`src/common/seq_consts.svh`:
```
`ifndef SEQ_CONSTS_SVH
`define SEQ_CONSTS_SVH

// ====================
// instruction geometry
// ====================
`define WORD_W 32
`define LINE_WORDS 16
`define PC_W 16

// program memory depth in lines, as log2
`define LOG2_PROGRAM_SIZE 8

// operation classes, prefetch through copy
`define NUM_OPS 7

// pc value that ends a run
`define PC_HALT 16'hFFFF

// ====================
// index step codes
// ====================
`define IDX_HOLD 32'hEFFFFFFF
`define IDX_INC 32'h0FFFFFFF
`define IDX_DEC 32'h01FFFFFF

`endif

```
`src/common/seq_pkg.sv`:
```
`include "seq_consts.svh"

package seq_pkg;

    typedef logic [`WORD_W-1:0] word_t;

    // 512-bit line seen as 16 words
    // w15 control, w14 targets, w13 predicate, w10..12 scales
    // w3 base offset, w4 length, w0..2 index steps
    typedef word_t [`LINE_WORDS-1:0] line_t;

    typedef logic [`PC_W-1:0] pc_t;

    typedef enum logic [2:0]
    {
        MACH_IDLE,
        MACH_FETCH,
        MACH_DECODE,
        MACH_EXECUTE,
        MACH_DONE
    } mach_state_t;

    typedef enum logic
    {
        LOAD_IDLE,
        LOAD_RECEIVE
    } load_state_t;

    // control bits 7..4
    typedef enum logic [3:0]
    {
        OP_NONE      = 4'd0,
        OP_PREFETCH  = 4'd1,
        OP_LOAD      = 4'd2,
        OP_WRITEBACK = 4'd3,
        OP_DOT       = 4'd4,
        OP_MODIFY    = 4'd5,
        OP_UPDATE    = 4'd6,
        OP_COPY      = 4'd7
    } op_class_t;

    // control bits 3..0
    typedef enum logic [3:0]
    {
        BR_NEXT    = 4'd0,
        BR_ON_IDX0 = 4'd1,
        BR_ON_IDX1 = 4'd2,
        BR_ON_IDX2 = 4'd3
    } branch_t;

endpackage

```
`src/loader/program_loader.sv`:
```
module program_loader
(
    input  logic            clk,
    input  logic            reset,
    input  logic            start,
    input  seq_pkg::pc_t    program_length,
    input  logic            line_valid,
    input  seq_pkg::line_t  line_data,
    output logic            we,
    output seq_pkg::pc_t    waddr,
    output seq_pkg::line_t  wdata,
    output logic            program_ready
);

    seq_pkg::load_state_t state;
    seq_pkg::pc_t prog_len;
    seq_pkg::pc_t line_count;
    logic last_line;

    // each strobe lands in memory on the next edge
    assign we = line_valid && (state == seq_pkg::LOAD_RECEIVE);
    assign waddr = line_count;
    assign wdata = line_data;

    assign last_line = (line_count == seq_pkg::pc_t'(prog_len - 1'b1));

    always_ff @(posedge clk)
    begin
        if (reset)
        begin
            state <= seq_pkg::LOAD_IDLE;
            line_count <= '0;
            program_ready <= 1'b0;
        end
        else
        begin
            program_ready <= 1'b0;
            case (state)
                seq_pkg::LOAD_IDLE:
                begin
                    if (start)
                    begin
                        prog_len <= program_length;
                        line_count <= '0;
                        state <= seq_pkg::LOAD_RECEIVE;
                    end
                end

                seq_pkg::LOAD_RECEIVE:
                begin
                    if (line_valid)
                    begin
                        line_count <= line_count + 1'b1;
                        if (last_line)
                        begin
                            // ready goes out the cycle after the final write
                            program_ready <= 1'b1;
                            state <= seq_pkg::LOAD_IDLE;
                        end
                    end
                end
            endcase
        end
    end

    // lines only come between start and the last line
    a_no_line_when_idle: assert property (@(posedge clk) disable iff (reset)
        state == seq_pkg::LOAD_IDLE |-> !line_valid);

endmodule

```
`config.mk`:
```
export PLATFORM = sky130hd
export DESIGN_NAME = program_loader
export DESIGN_NICKNAME = d
export VERILOG_FILES = /design/src/common/seq_pkg.sv /design/src/loader/program_loader.sv
export VERILOG_INCLUDE_DIRS = /design/src /design/src/common
export SDC_FILE = /design/constraint.sdc
export NUM_CORES = 1
export LEC_CHECK = 0
export BUFFER_PORTS_ARGS = -buffer_cell sky130_fd_sc_hd__buf_2
export CORE_AREA = 2 2 413 415
export CTS_CLUSTER_SIZE = 40
export DETAILED_ROUTE_END_ITERATION = 6
export DIE_AREA = 0 0 415 417
export GPL_ROUTABILITY_DRIVEN = 0
export PLACE_DENSITY = 0.3
export SYNTH_ARGS = -nofsm -noshare
export SYNTH_HDL_FRONTEND = slang
export SYNTH_SLANG_ARGS = --single-unit
```
`constraint.sdc`:
```
create_clock -name clk -period 2.6 [get_ports clk]
set_input_delay 0.26 -clock clk [delete_from_list [all_inputs] [get_ports clk]]
set_output_delay 0.26 -clock clk [all_outputs]
set_load 0.02 [all_outputs]
```
==> out/qor.yml <==
global_routing:
  grt_overflow: 0
  antenna_found_initial: 2
  grt_start_max_net_pins: 20
  grt_pass1_wl_mm: 103
  track_usage_pct: 10.6
  grt_pass1_vias: 2846
setup_path:
  worstPathArrival_ns: 2.64
  crit_path_top_delay_cell: "or4_1"
  startpoint_type: "flop"
  ff2ff_setup_slack_ns: 0.14
  crit_top_cell: "or3_4"
  reg2reg_from: "prog_len[0]$_DFFE_PP_"
  r2r_cells: 6
  crit_start: "prog_len[0]$_DFFE_PP_"
  end_kind: "flop"
  path_cells: "or3_4 -> or3_4 -> nor4b_2 -> a21oi_1 -> or4_1 -> o21a_1"
  required_ns: 2.78
  path_class: "flop to flop"
  r2r_end: "state$_SDFF_PP0_"
  max_stage_delay_ns: 0.57
  critPathMaxFanout: 4
yosys:
  avgSynthCellArea_um2: 8.06
  yosysSeqAreaShare_pct: 14.7
  syn_inst: 709
  synth-edff-count: 16
  synthArstFlopShare_pct: 0
  netlist-cell-type-count: 43
  yosys.area_share.simple_pct: 8.43
  synth_adder_area_share_pct: 0.438
  synth_top_family_by_area: "buffers and inverters"
  synth_xor_xnor_area_share_pct: 3.53
  synth_compound_area_share_pct: 3.26
  ys.flop_type: "dfxtp_1"
  synth_mux_area_share_pct: 1.31
  yosysWarnings: 0
  syn_area_mm2: 0.00571
  synth-seq-cells: 34
  synth_nets: 1243
timing:
  rsz0062_at_grt: "false"
  finClkSkew_ns: 0.00602
  setup_viol: 0
  slew_violations: 0
  slew_headroom_pct: 62.9
  worst_pin_slew_ns: 0.555
  period_needed_ns: 2.46
  timing.final.crit_share_pct: 94.6
  fmax_ghz: 0.407
  finalSetupTns_ns: 0
  hold_viol_final: 0
placed_design:
  place_inst: 2457
  dpl-instance-area_mm2: 0.00488
  numPortBuffers: 37
  hpwl_mm: 91.0
layout:
  fillers: 20200
  layout-drive-gt1-share_pct: 27.8
  synthToLayoutAreaGrowth_pct: -11.7
  diodes: 0
  finalNonFillerCells: 2466
  nets: 781
  stdcell_area_mm2: 0.00504
routing:
  final_antenna_net_count: 0
  wl_met2_mm: 44.3
  vias: 2885
  wl_mm: 95.9
  drt_pass1_iterations: 6
  drtIter0Drc: 179
  drc: 0
  met3_length_mm: 36.8
  vias_per_cell: 1.17
  wl_met1_mm: 11.5
  post_drt_wl_per_cell_um: 38.9
  dr.max_layer_used: "met5"
clocking:
  clkSinkCount: 34
  cts_inserted_buffers: 5
  htreeDepth: 2
  clk_path_buf_depth: 2
  clk_latency_ns: 0.28
  clockRootBuffer: "clkbuf_16"
  postCtsHoldBufs: 0
  cts_tree: "done"
  path_clk_slew_ns: 0.06
floorplanning:
  fp-row-count: 151
  dieWidth_um: 415
  die_height_um: 417
  dieArea_mm2: 0.173
  core_mm2: 0.169
  ios: 1062
  start_util_pct: 3.39
hold_path:
  min_from: "program_length[15]"
  hold_depth: 1
  hold_path_class: "primary input to flop"
  hold_path_end: "prog_len[15]$_DFFE_PP_"
run:
  maxCapViolCount: 0
run_status:
  run_status: "finished clean"
power:
  ir_drop_uv: 184
  p_leak_nw: 0.891
  power_density_mw_per_mm2: 258
kinds of logic after synthesis:
group,count (synthesis)
and+or+nand+nor,90
muxes,7
AOI/OAI and AO/OA,28
adders and majority gates,2
xor gates and xnor gates,23
buffers and inverters,525
DFF,34
power breakdown:
group	switching, mW	leakage (nW)	internal [mW]
Clock	0.226	0.0739	0.380
Sequential	0.0127	0.293	0.574
Combinational	0.0703	0.524	0.0382
layout by cell type (no fill, tap or decap), types with 2 or more instances in the layout:
master,n
buf_2,37
nor2_1,23
nand2_1,18
xnor2_1,18
dfxtp_1,18
edfxtp_1,16
buf_4,12
nor3_1,10
nand3_1,8
a21oi_1,8
inv_1,7
nand4_1,6
xor2_1,5
clkbuf_16,5
mux2_2,4
or4_1,3
nor4_1,3
mux2i_1,3
nor2b_1,3
o21ai_0,3
o211ai_1,3
and3_1,2
o311ai_0,2
or3_4,2
or2_2,2
o22ai_1,2
a31oi_1,2
and2_1,2
o21a_1,2
ha_1,2
sequential cells by signal, summed over array words and instances (netlist names):
| register | flops |
|---|---|
| state | 1 |
| program_ready | 1 |
| prog_len | 16 |
| waddr | 16 |
cell usage after synthesis (2+ instances only):
library cell  count  share of area [%]
inv_1             7               0.46
nor2b_1           3               0.33
nor2_1           23                1.5
and2_1            2               0.22
nand3_1           8               0.70
nor3_1           10               0.88
mux2_2            4               0.79
and3_1            2               0.22
mux2i_1           3               0.53
xor2_1            5               0.77
or2_2             2               0.22
edfxtp_1         16                8.4
o21a_1            2               0.26
nor4_1            3               0.33
ha_1              2               0.44
nor4b_2           2               0.53
dfxtp_1          18                6.3
xnor2_1          18                2.8
nand4_1           6               0.66
a31oi_1           2               0.22
clkbuf_1          5               0.33
buf_4           512                 67
or4_1             3               0.39
nand2_1          18                1.2
o22ai_1           2               0.22
or3_4             2               0.39
o211ai_1          3               0.39
o311ai_0          2               0.31
o21ai_0           3               0.26
a21oi_1           8               0.70
layout make-up:
type | instances | area (um^2) | area share [%]
Clock inverter | 1 | 5.00 | 0.0992
Timing Repair Buffer | 49 | 275 | 5.46
Inverter | 7 | 26.3 | 0.521
Clock buffer | 7 | 143 | 2.83
Sequential cell | 34 | 841 | 16.7
Multi-Input combinational cell | 150 | 978 | 19.4
Tap cell | 2218 | 2780 | 55.0
metrics by stage:
step | utilization (%) | total power, mW | setup slack [ns] | hold WS (ns)
global placement | 2.90 | 0.719 | 0.0921 | 0.495
detailed placement | 2.90 | 0.717 | 0.129 | 0.494
global route | 2.99 | 1.37 | 0.00787 | 0.200
CTS | 2.98 | 1.34 | 0.115 | 0.201
floorplan | - | 1.80 | 0.179 | 0.359
finish | 2.99 | 1.30 | 0.141 | 0.191
critical path: cells and delay by family (launching register included):
kind               cells  cell delay [ns]
DFF                    1             0.43
AOI/OAI and AO/OA      2             0.26
and+or+nand+nor        4             1.67
worst max path at each step:
stage                                     endpoint  slack, ns  cells after the start
final                             state$_SDFF_PP0_       0.14                      6
after CTS                         state$_SDFF_PP0_       0.12                      6
after global routing      program_ready$_SDFF_PP0_      0.008                      6
after detailed placement          state$_SDFF_PP0_       0.13                      6
after global placement            state$_SDFF_PP0_       0.09                      8
after floorplan                   state$_SDFF_PP0_       0.18                      8
routing by layer:
layer / track usage, % / vias to the layer above
met5: 1.08 / -
met3: 19.3 / 102
met2: 17.1 / 854
met1: 3.62 / 1106
met4: 2.95 / 6
li1: - / 817
repair_timing:
item / CTS / global route
setup buffers: 0 / 1
setup endpoints to repair: 0 / 2
resized for setup: 0 / 1
endpoints found under the hold margin: 0 / 0
(Power assumes the default switching activity.)
