==> src/common/seq_consts.svh <==
`ifndef SEQ_CONSTS_SVH
`define SEQ_CONSTS_SVH

// ====================
// instruction geometry
// ====================
`define WORD_W 32
`define LINE_WORDS 16
`define PC_W 16

// program memory depth in lines, as log2
`define LOG2_PROGRAM_SIZE 8

// operation classes, prefetch through copy
`define NUM_OPS 7

// pc value that ends a run
`define PC_HALT 16'hFFFF

// ====================
// index step codes
// ====================
`define IDX_HOLD 32'hEFFFFFFF
`define IDX_INC 32'h0FFFFFFF
`define IDX_DEC 32'h01FFFFFF

`endif

==> src/common/seq_pkg.sv <==
`include "seq_consts.svh"

package seq_pkg;

    typedef logic [`WORD_W-1:0] word_t;

    // 512-bit line seen as 16 words
    // w15 control, w14 targets, w13 predicate, w10..12 scales
    // w3 base offset, w4 length, w0..2 index steps
    typedef word_t [`LINE_WORDS-1:0] line_t;

    typedef logic [`PC_W-1:0] pc_t;

    typedef enum logic [2:0]
    {
        MACH_IDLE,
        MACH_FETCH,
        MACH_DECODE,
        MACH_EXECUTE,
        MACH_DONE
    } mach_state_t;

    typedef enum logic
    {
        LOAD_IDLE,
        LOAD_RECEIVE
    } load_state_t;

    // control bits 7..4
    typedef enum logic [3:0]
    {
        OP_NONE      = 4'd0,
        OP_PREFETCH  = 4'd1,
        OP_LOAD      = 4'd2,
        OP_WRITEBACK = 4'd3,
        OP_DOT       = 4'd4,
        OP_MODIFY    = 4'd5,
        OP_UPDATE    = 4'd6,
        OP_COPY      = 4'd7
    } op_class_t;

    // control bits 3..0
    typedef enum logic [3:0]
    {
        BR_NEXT    = 4'd0,
        BR_ON_IDX0 = 4'd1,
        BR_ON_IDX1 = 4'd2,
        BR_ON_IDX2 = 4'd3
    } branch_t;

endpackage

==> src/sequencer/index_unit.sv <==
`include "seq_consts.svh"

module index_unit
(
    input  logic            clk,
    input  logic            reset,
    input  logic            clear,
    input  logic            advance,
    input  seq_pkg::word_t  step [3],
    input  seq_pkg::word_t  scale [3],
    input  seq_pkg::word_t  base,
    output seq_pkg::word_t  offset,
    output seq_pkg::word_t  idx [3]
);

    function automatic seq_pkg::word_t next_index(seq_pkg::word_t code, seq_pkg::word_t cur);
        seq_pkg::word_t result;
        case (code)
            `IDX_HOLD: result = cur;
            `IDX_INC:  result = cur + 1'b1;
            `IDX_DEC:  result = cur - 1'b1;
            default:
            begin
                // top bit set means relative step
                if (code[31])
                begin
                    result = cur + {1'b0, code[30:0]};
                end
                else
                begin
                    result = code;
                end
            end
        endcase
        return result;
    endfunction

    always_ff @(posedge clk)
    begin
        for (int i = 0; i < 3; i++)
        begin
            if (reset || clear)
            begin
                idx[i] <= '0;
            end
            else if (advance)
            begin
                idx[i] <= next_index(step[i], idx[i]);
            end
        end
    end

    // strided offset in lines, wraps at 32 bits
    assign offset = base + idx[0] * scale[0] + idx[1] * scale[1] + idx[2] * scale[2];

endmodule

==> src/sequencer/instr_sequencer.sv <==
`include "seq_consts.svh"

module instr_sequencer
(
    input  logic                clk,
    input  logic                reset,
    input  logic                program_ready,
    input  seq_pkg::line_t      rdata,
    input  logic                rvalid,
    input  logic [`NUM_OPS-1:0] op_done,
    output logic                re,
    output seq_pkg::pc_t        raddr,
    output logic [`NUM_OPS-1:0] op_start,
    output seq_pkg::word_t      op_offset,
    output seq_pkg::word_t      op_length,
    output logic                done
);

    seq_pkg::mach_state_t state;
    seq_pkg::pc_t pc;
    seq_pkg::pc_t next_pc;
    seq_pkg::line_t instr;
    seq_pkg::op_class_t op_class;
    seq_pkg::branch_t branch;
    logic nonblocking;
    logic [`NUM_OPS-1:0] class_bit;
    logic [`NUM_OPS-1:0] active;
    logic class_busy;
    logic may_continue;
    logic halt;
    logic idx_clear;
    logic idx_advance;
    seq_pkg::word_t idx [3];
    seq_pkg::word_t step [3];
    seq_pkg::word_t scale [3];
    seq_pkg::word_t offset;

    // true test takes low half of targets, false takes high half
    function automatic seq_pkg::pc_t branch_target(seq_pkg::word_t value,
        seq_pkg::word_t predicate, seq_pkg::word_t targets);
        logic taken;
        if (predicate[31:30] == 2'b01)
        begin
            taken = ~value[0];
        end
        else
        begin
            taken = (value == predicate);
        end
        return taken ? targets[15:0] : targets[31:16];
    endfunction

    // ====================
    // decode fields
    // ====================
    assign op_class = seq_pkg::op_class_t'(instr[15][7:4]);
    assign branch = seq_pkg::branch_t'(instr[15][3:0]);
    assign nonblocking = instr[15][8];

    always_comb
    begin
        for (int i = 0; i < `NUM_OPS; i++)
        begin
            class_bit[i] = (op_class == seq_pkg::op_class_t'(i + 1));
        end
        for (int i = 0; i < 3; i++)
        begin
            step[i] = instr[i];
            scale[i] = instr[10 + i];
        end
    end

    always_comb
    begin
        case (branch)
            seq_pkg::BR_ON_IDX0: next_pc = branch_target(idx[0], instr[13], instr[14]);
            seq_pkg::BR_ON_IDX1: next_pc = branch_target(idx[1], instr[13], instr[14]);
            seq_pkg::BR_ON_IDX2: next_pc = branch_target(idx[2], instr[13], instr[14]);
            default:             next_pc = pc + 1'b1;
        endcase
    end

    assign class_busy = |(class_bit & active);
    assign halt = (pc == `PC_HALT);
    assign may_continue = (|(class_bit & op_done)) || (op_class == seq_pkg::OP_NONE)
        || nonblocking;
    assign idx_clear = (state == seq_pkg::MACH_IDLE) && program_ready;
    assign idx_advance = (state == seq_pkg::MACH_EXECUTE) && !halt && may_continue;
    assign done = (state == seq_pkg::MACH_DONE);

    index_unit i_index_unit
    (
        .clk     (clk),
        .reset   (reset),
        .clear   (idx_clear),
        .advance (idx_advance),
        .step    (step),
        .scale   (scale),
        .base    (instr[3]),
        .offset  (offset),
        .idx     (idx)
    );

    // ====================
    // main FSM
    // ====================
    always_ff @(posedge clk)
    begin
        if (reset)
        begin
            state <= seq_pkg::MACH_IDLE;
            pc <= '0;
            re <= 1'b0;
            op_start <= '0;
        end
        else
        begin
            re <= 1'b0;
            op_start <= '0;
            case (state)
                seq_pkg::MACH_IDLE:
                begin
                    if (program_ready)
                    begin
                        pc <= '0;
                        re <= 1'b1;
                        raddr <= '0;
                        state <= seq_pkg::MACH_FETCH;
                    end
                end

                seq_pkg::MACH_FETCH:
                begin
                    if (rvalid)
                    begin
                        instr <= rdata;
                        state <= seq_pkg::MACH_DECODE;
                    end
                end

                seq_pkg::MACH_DECODE:
                begin
                    // hold until the class has no op in flight
                    if (!class_busy)
                    begin
                        op_start <= class_bit;
                        op_offset <= offset;
                        op_length <= instr[4];
                        pc <= next_pc;
                        state <= seq_pkg::MACH_EXECUTE;
                    end
                end

                seq_pkg::MACH_EXECUTE:
                begin
                    if (halt)
                    begin
                        state <= seq_pkg::MACH_DONE;
                    end
                    else if (may_continue)
                    begin
                        re <= 1'b1;
                        raddr <= pc;
                        state <= seq_pkg::MACH_FETCH;
                    end
                end

                seq_pkg::MACH_DONE:
                begin
                    pc <= '0;
                    state <= seq_pkg::MACH_IDLE;
                end

                default: state <= seq_pkg::MACH_IDLE;
            endcase
        end
    end

    // per-class in-flight tracking
    always_ff @(posedge clk)
    begin
        if (reset)
        begin
            active <= '0;
        end
        else
        begin
            for (int i = 0; i < `NUM_OPS; i++)
            begin
                if (op_done[i])
                begin
                    active[i] <= 1'b0;
                end
                else if (op_start[i])
                begin
                    active[i] <= 1'b1;
                end
            end
        end
    end

    // one class per start, and never a class still in flight
    a_start_onehot: assert property (@(posedge clk) disable iff (reset)
        $onehot0(op_start) && ((op_start & active) == '0));

    // units answer only for ops that were started
    a_done_when_active: assert property (@(posedge clk) disable iff (reset)
        (op_done & ~active) == '0);

endmodule

==> config.mk <==
export PLATFORM = sky130hd
export DESIGN_NAME = instr_sequencer
export DESIGN_NICKNAME = d
export VERILOG_FILES = /design/src/common/seq_pkg.sv /design/src/sequencer/index_unit.sv /design/src/sequencer/instr_sequencer.sv
export VERILOG_INCLUDE_DIRS = /design/src /design/src/common
export SDC_FILE = /design/constraint.sdc
export NUM_CORES = 2
export LEC_CHECK = 0
export BUFFER_PORTS_ARGS = -buffer_cell sky130_fd_sc_hd__buf_2
export CORE_MARGIN = 5
export CORE_UTILIZATION = 35
export DETAILED_ROUTE_END_ITERATION = 8
export GPL_TIMING_DRIVEN = 0
export PLACE_DENSITY_LB_ADDON = 0.1
export RECOVER_POWER = 25
export SLEW_MARGIN = 20
export SYNTH_ARGS = -nofsm -noshare
export SYNTH_HDL_FRONTEND = slang
export SYNTH_HIERARCHICAL = 1
export SYNTH_SLANG_ARGS = --single-unit
export TNS_END_PERCENT = 30
==> constraint.sdc <==
create_clock -name clk -period 25.3 [get_ports clk]
set_input_delay 0 -clock clk [delete_from_list [all_inputs] [get_ports clk]]
set_output_delay 0 -clock clk [all_outputs]
set_load 0.01 [all_outputs]
==> impl_results.html <==
<table>
<tr><th>Metric</th><th>Value</th></tr>
<tr><th colspan="2">Run status</th></tr>
<tr><td>Result of the run</td><td>finished, final reports clean</td></tr>
<tr><th colspan="2">Setup path</th></tr>
<tr><td>Slowest CP cell</td><td>clkbuf_1</td></tr>
<tr><td>Required arrival time at the worst endpoint</td><td>approximately 26 ns</td></tr>
<tr><td>Flop2flop setup slack</td><td>around 14 ns</td></tr>
<tr><td>Worst reg2reg path startpoint</td><td>i_index_unit/idx[4]</td></tr>
<tr><td>End of the worst register-to-register path</td><td>op_offset[31]</td></tr>
<tr><td>Type of origin of the critical path</td><td>register</td></tr>
<tr><td>Worst path arrival time</td><td>roughly 12 ns</td></tr>
<tr><td>Element type at the critical path end</td><td>register</td></tr>
<tr><td>Critical Path Fanout Max</td><td>10</td></tr>
<tr><td>Worst Reg-to-Reg Cells</td><td>34</td></tr>
<tr><td>Critical setup path kind</td><td>register to register</td></tr>
<tr><td>Largest stage delay on the critical path</td><td>0.80 ns</td></tr>
<tr><th colspan="2">Logic synthesis</th></tr>
<tr><td>Leading cell types by total area after synthesis</td><td>fa_1 (35%), edfxtp_1 (16%), ha_1 (9.0%)</td></tr>
<tr><td>Sequential element share of the synthesized area</td><td>18.82%</td></tr>
<tr><td>Yosys warnings</td><td>6</td></tr>
<tr><td>Cell accounting for the most synthesized area</td><td>fa_1</td></tr>
<tr><td>Fraction of post-synthesis cell area in the top cell type by area</td><td>between 30% and 40%</td></tr>
<tr><td>Proportion of register bits with asynchronous set or reset after synthesis</td><td>0%</td></tr>
<tr><td>Post-Syn Instances</td><td>slightly above 8000</td></tr>
<tr><td>Post-Syn Nets</td><td>around 11000</td></tr>
<tr><td>Syn Area/Cell</td><td>9.623 µm²</td></tr>
<tr><td>Commonest register cell after synthesis</td><td>edfxtp_1</td></tr>
<tr><td>Flops &amp; latches, synth</td><td>approximately 540</td></tr>
<tr><td>EDFF count, synth</td><td>between 400 and 500</td></tr>
<tr><td>Area of the mapped netlist</td><td>between 70000 and 80000 µm²</td></tr>
<tr><td>Number of distinct standard cells referenced by the synthesized netlist</td><td>just over 90</td></tr>
<tr><th colspan="2">GRT</th></tr>
<tr><td>Wire length of the first global-routing pass</td><td>465.6 mm</td></tr>
<tr><td>Vias in the first global route</td><td>around 67000</td></tr>
<tr><td>Remaining global-route overflow</td><td>0</td></tr>
<tr><td>GRT Total Usage</td><td>approximately 27%</td></tr>
<tr><td>Antenna violations before repair</td><td>50</td></tr>
<tr><td>Maximum number of pins on one net before global-route repair</td><td>71</td></tr>
<tr><th colspan="2">Power and ir drop</th></tr>
<tr><td>Clk pwr share</td><td>around two fifths</td></tr>
<tr><td>Part of the total power dissipated in sequential elements</td><td>around 36%</td></tr>
<tr><td>LEAKAGE</td><td>between 40 and 50 nW</td></tr>
<tr><td>Net switching power figure</td><td>approximately 0.93 mW</td></tr>
<tr><td>Internal power consumption</td><td>~2.0 mW</td></tr>
<tr><td>Max rail drop VDD</td><td>about 0.055 mV</td></tr>
<tr><td>Power density over the cells</td><td>30.76 nW/µm²</td></tr>
<tr><td>Portion of total power attributed to combinational logic</td><td>roughly a quarter</td></tr>
<tr><td>Sw Share</td><td>between 30 and 40%</td></tr>
<tr><th colspan="2">Placement</th></tr>
<tr><td>Placer's final routability congestion estimate</td><td>around 1</td></tr>
<tr><td>HPWL Detailed</td><td>~270 mm</td></tr>
<tr><td>Port buffer count</td><td>roughly 430</td></tr>
<tr><th colspan="2">Clocking</th></tr>
<tr><td>TritonCTS clock tree</td><td>built</td></tr>
<tr><td>Number of post-CTS setup repair buffers</td><td>0</td></tr>
<tr><td>Clock network latency to the later pin of the worst-skew pair</td><td>~0.74 ns</td></tr>
<tr><td>H-Tree Depth</td><td>3</td></tr>
<tr><td>Clock Sinks</td><td>between 500 and 600</td></tr>
<tr><td>CTS Hold Bufs</td><td>around 640</td></tr>
<tr><td>Root buffer cell</td><td>clkbuf_16</td></tr>
<tr><td>TritonCTS Buffers</td><td>70</td></tr>
<tr><td>Clock transition time at the flip-flop clock pins of the worst setup and hold paths</td><td>~0.07 ns</td></tr>
<tr><td>Number of gates given a new drive strength after cts</td><td>0</td></tr>
<tr><td>Max clock buf depth</td><td>3</td></tr>
<tr><th colspan="2">Floorplanning</th></tr>
<tr><td>Initial standard-cell utilization of the core</td><td>35.17%</td></tr>
<tr><td>Die width</td><td>around 490 µm</td></tr>
<tr><td>Number of top-level pins</td><td>just over 600</td></tr>
<tr><td>Die area</td><td>approximately 240000 µm²</td></tr>
<tr><td>Core Rows</td><td>174</td></tr>
<tr><td>Core footprint</td><td>between 200000 and 250000 µm²</td></tr>
<tr><td>Die Y-Extent</td><td>between 400 and 500 µm</td></tr>
<tr><th colspan="2">STA</th></tr>
<tr><td>Final min period</td><td>between 10 and 15 ns</td></tr>
<tr><td>Aggregate negative setup slack</td><td>0 ns</td></tr>
<tr><td>Clk_skew</td><td>0.05458 ns</td></tr>
<tr><td>Share of the clock period used by the worst path</td><td>44.44%</td></tr>
<tr><td>Slew at the pin closest to its max-slew limit</td><td>1.196 ns</td></tr>
<tr><td>Headroom to the max-slew limit</td><td>between 20% and 30%</td></tr>
<tr><td>Hold violation total from the final report</td><td>0</td></tr>
<tr><td>Peak clock frequency supported by timing</td><td>a little under 0.09 GHz</td></tr>
<tr><td>Setup violators final</td><td>0</td></tr>
<tr><td>RSZ-0062 raised after global routing</td><td>false</td></tr>
<tr><td>Final count of pins violating max slew</td><td>0</td></tr>
<tr><td>Smallest hold slack</td><td>between 0.04 and 0.05 ns</td></tr>
<tr><th colspan="2">Drt</th></tr>
<tr><td>Via count</td><td>around 64000</td></tr>
<tr><td>Residual DRC</td><td>0</td></tr>
<tr><td>Drt wl/cell</td><td>between 20 and 30 µm</td></tr>
<tr><td>Wire length on met1</td><td>roughly 130 mm</td></tr>
<tr><td>Number of design-rule violations left by the first detailed-router iteration</td><td>slightly below 5000</td></tr>
<tr><td>Wire length on met3</td><td>approximately 21 mm</td></tr>
<tr><td>Vias per cell</td><td>between 5 and 6</td></tr>
<tr><td>Pre-Repair DR Iteration Count</td><td>8</td></tr>
<tr><td>Total length of routed wires</td><td>~320 mm</td></tr>
<tr><td>ANT nets after route</td><td>0</td></tr>
<tr><td>Highest routed metal layer</td><td>met5</td></tr>
<tr><td>WL met2</td><td>approximately 150 mm</td></tr>
<tr><th colspan="2">Final layout</th></tr>
<tr><td>Synthesis-to-finish area growth</td><td>19.20%</td></tr>
<tr><td>Fraction of final layout cells sized beyond drive strength 1</td><td>6.505%</td></tr>
<tr><td>Net count of the finished layout</td><td>roughly 12000</td></tr>
<tr><th colspan="2">Worst hold path</th></tr>
<tr><td>Capture endpoint of the worst hold path</td><td>instr[28]</td></tr>
<tr><td>Worst hold path depth</td><td>2</td></tr>
<tr><td>Start point of the worst min-delay path</td><td>rdata[28]</td></tr>
<tr><td>Worst Hold Class</td><td>input pin to register</td></tr>
<tr><th colspan="2">Flow run</th></tr>
<tr><td>Max-cap violations</td><td>0</td></tr>
</table>
[worst max path at each step]
stage / depth (start not counted) / start / slack [ns] / to
finish: 34 / i_index_unit/idx[4] / 14.06 / op_offset[31]
global placement: 3 / state[0] / 4.11 / instr[111]
detailed placement: 26 / i_index_unit/idx[78] / 14.05 / op_offset[30]
global route: 34 / i_index_unit/idx[4] / 13.85 / op_offset[31]
floorplan: 3 / state[0] / 11.08 / branch[0]
CTS: 26 / i_index_unit/idx[78] / 14.07 / op_offset[30]
[cells in the final DEF (no fill, tap or decap), types with 37 or more instances in the layout]
master and instances:
clkbuf_1 386, a21oi_1 284, o21a_1 37, clkbuf_16 71, a211oi_1 49, o211ai_1 42
edfxtp_1 409, o21ai_0 184, nand3_1 61, dfxtp_1 130, nand4_1 44, xor2_1 179
dlygate4sd3_1 638, and2_1 801, fa_1 1372, nand2_1 1013, a21o_1 85, nor3_1 82
xnor2_1 261, buf_2 406, ha_1 569, a31oi_1 43, nor2_1 189, inv_1 1519
[power groups by stage]
stage	Sequential (mW)	Combinational, mW	Clock, mW
final	1.04	0.752	1.11
after floorplan	1.04	0.409	0
after CTS	1.04	0.754	1.15
after global routing	1.04	0.833	1.18
after detailed placement	1.05	0.674	0
after global placement	1.07	0.663	0
[Yosys cell counts (8+ instances only)]
master,number
and3_1,25
o21a_1,37
a221oi_1,8
xor2_1,179
nor2_1,191
nand2_1,1013
or2_2,11
nor3_1,82
and2_1,801
a211o_1,13
a211oi_1,49
o21ai_1,14
nand3b_1,10
xnor2_1,261
a31oi_1,43
nor2b_1,31
ha_1,569
edfxtp_1,409
o22ai_1,24
a22oi_1,13
nor4_1,36
fa_1,1372
a21oi_1,284
mux2i_1,34
nand4_1,44
mux2_2,8
o211ai_1,42
and4_1,9
nand3_1,61
or3_1,18
clkbuf_1,356
inv_1,1521
a21boi_0,10
o31a_1,9
nor3b_1,10
o21bai_1,19
o31ai_1,23
nand2b_1,29
or4_1,10
dfxtp_1,130
o21ai_0,184
a21o_1,85
[per-stage QoR]
step / utilization, % / instances / cell area [µm²] / total power, mW / setup slack [ns]
floorplan: - / 8219 / 79100 / 1.448 / 11.08
global placement: 37.79 / 11640 / 84980 / 1.732 / 4.109
detailed placement: 37.96 / 11670 / 85360 / 1.728 / 14.05
CTS: 41.90 / 12430 / 94240 / 2.939 / 14.07
global route: 41.90 / 12440 / 94220 / 3.051 / 13.85
finish: 41.92 / 12460 / 94280 / 2.900 / 14.06
[flip-flops by register name, summed over array words and instances, names as in the netlist]
name and count:
instr 325, i_index_unit/idx 96, op_length 32, op_offset 32
pc 16, raddr 16, active 7, op_start 7
branch 4, state 3, re 1
[layout make-up]
class	count	area, µm²
Antenna cell	28	70.07
Buffer	370	1428
Clock buffer	81	1834
Clock inverter	46	654.4
Fill cell	22250	130600
Inverter	1523	5722
Multi-Input combinational cell	5787	57090
Sequential cell	539	14880
Tap cell	2992	3744
Timing Repair Buffer	1093	8846
[layer usage]
layer	vias up	GRT usage (%)
met2	2444	44.48
li1	28230	-
met1	32360	36.00
met4	2	11.55
met5	-	0
met3	497	4.109
[cells by family (layout without fill, tap and decap cells)]
group	after synthesis	after routing	share of synthesized area, %
adder cells (fa/ha/maj)	1941	1941	43.73
AO/OA/AOI/OAI	970	970	7.975
other	0	28	0
flip-flops	539	539	18.82
XOR/XNOR	440	440	4.872
buffers and inverters	1893	3113	9.028
multiplexers	43	43	0.5727
AND/OR/NAND/NOR	2393	2393	15.01
[worst max-delay path: cells and delay by family, from the launching register on]
family / cells / cell delay [ns]
compound gates: 9 / 2.36
xor+xnor: 1 / 0.42
fa+ha+maj: 12 / 5.37
buf+inv: 11 / 2.06
flops: 1 / 0.58
simple gates: 1 / 0.17
No activity file was read; power rests on OpenSTA's default activity.
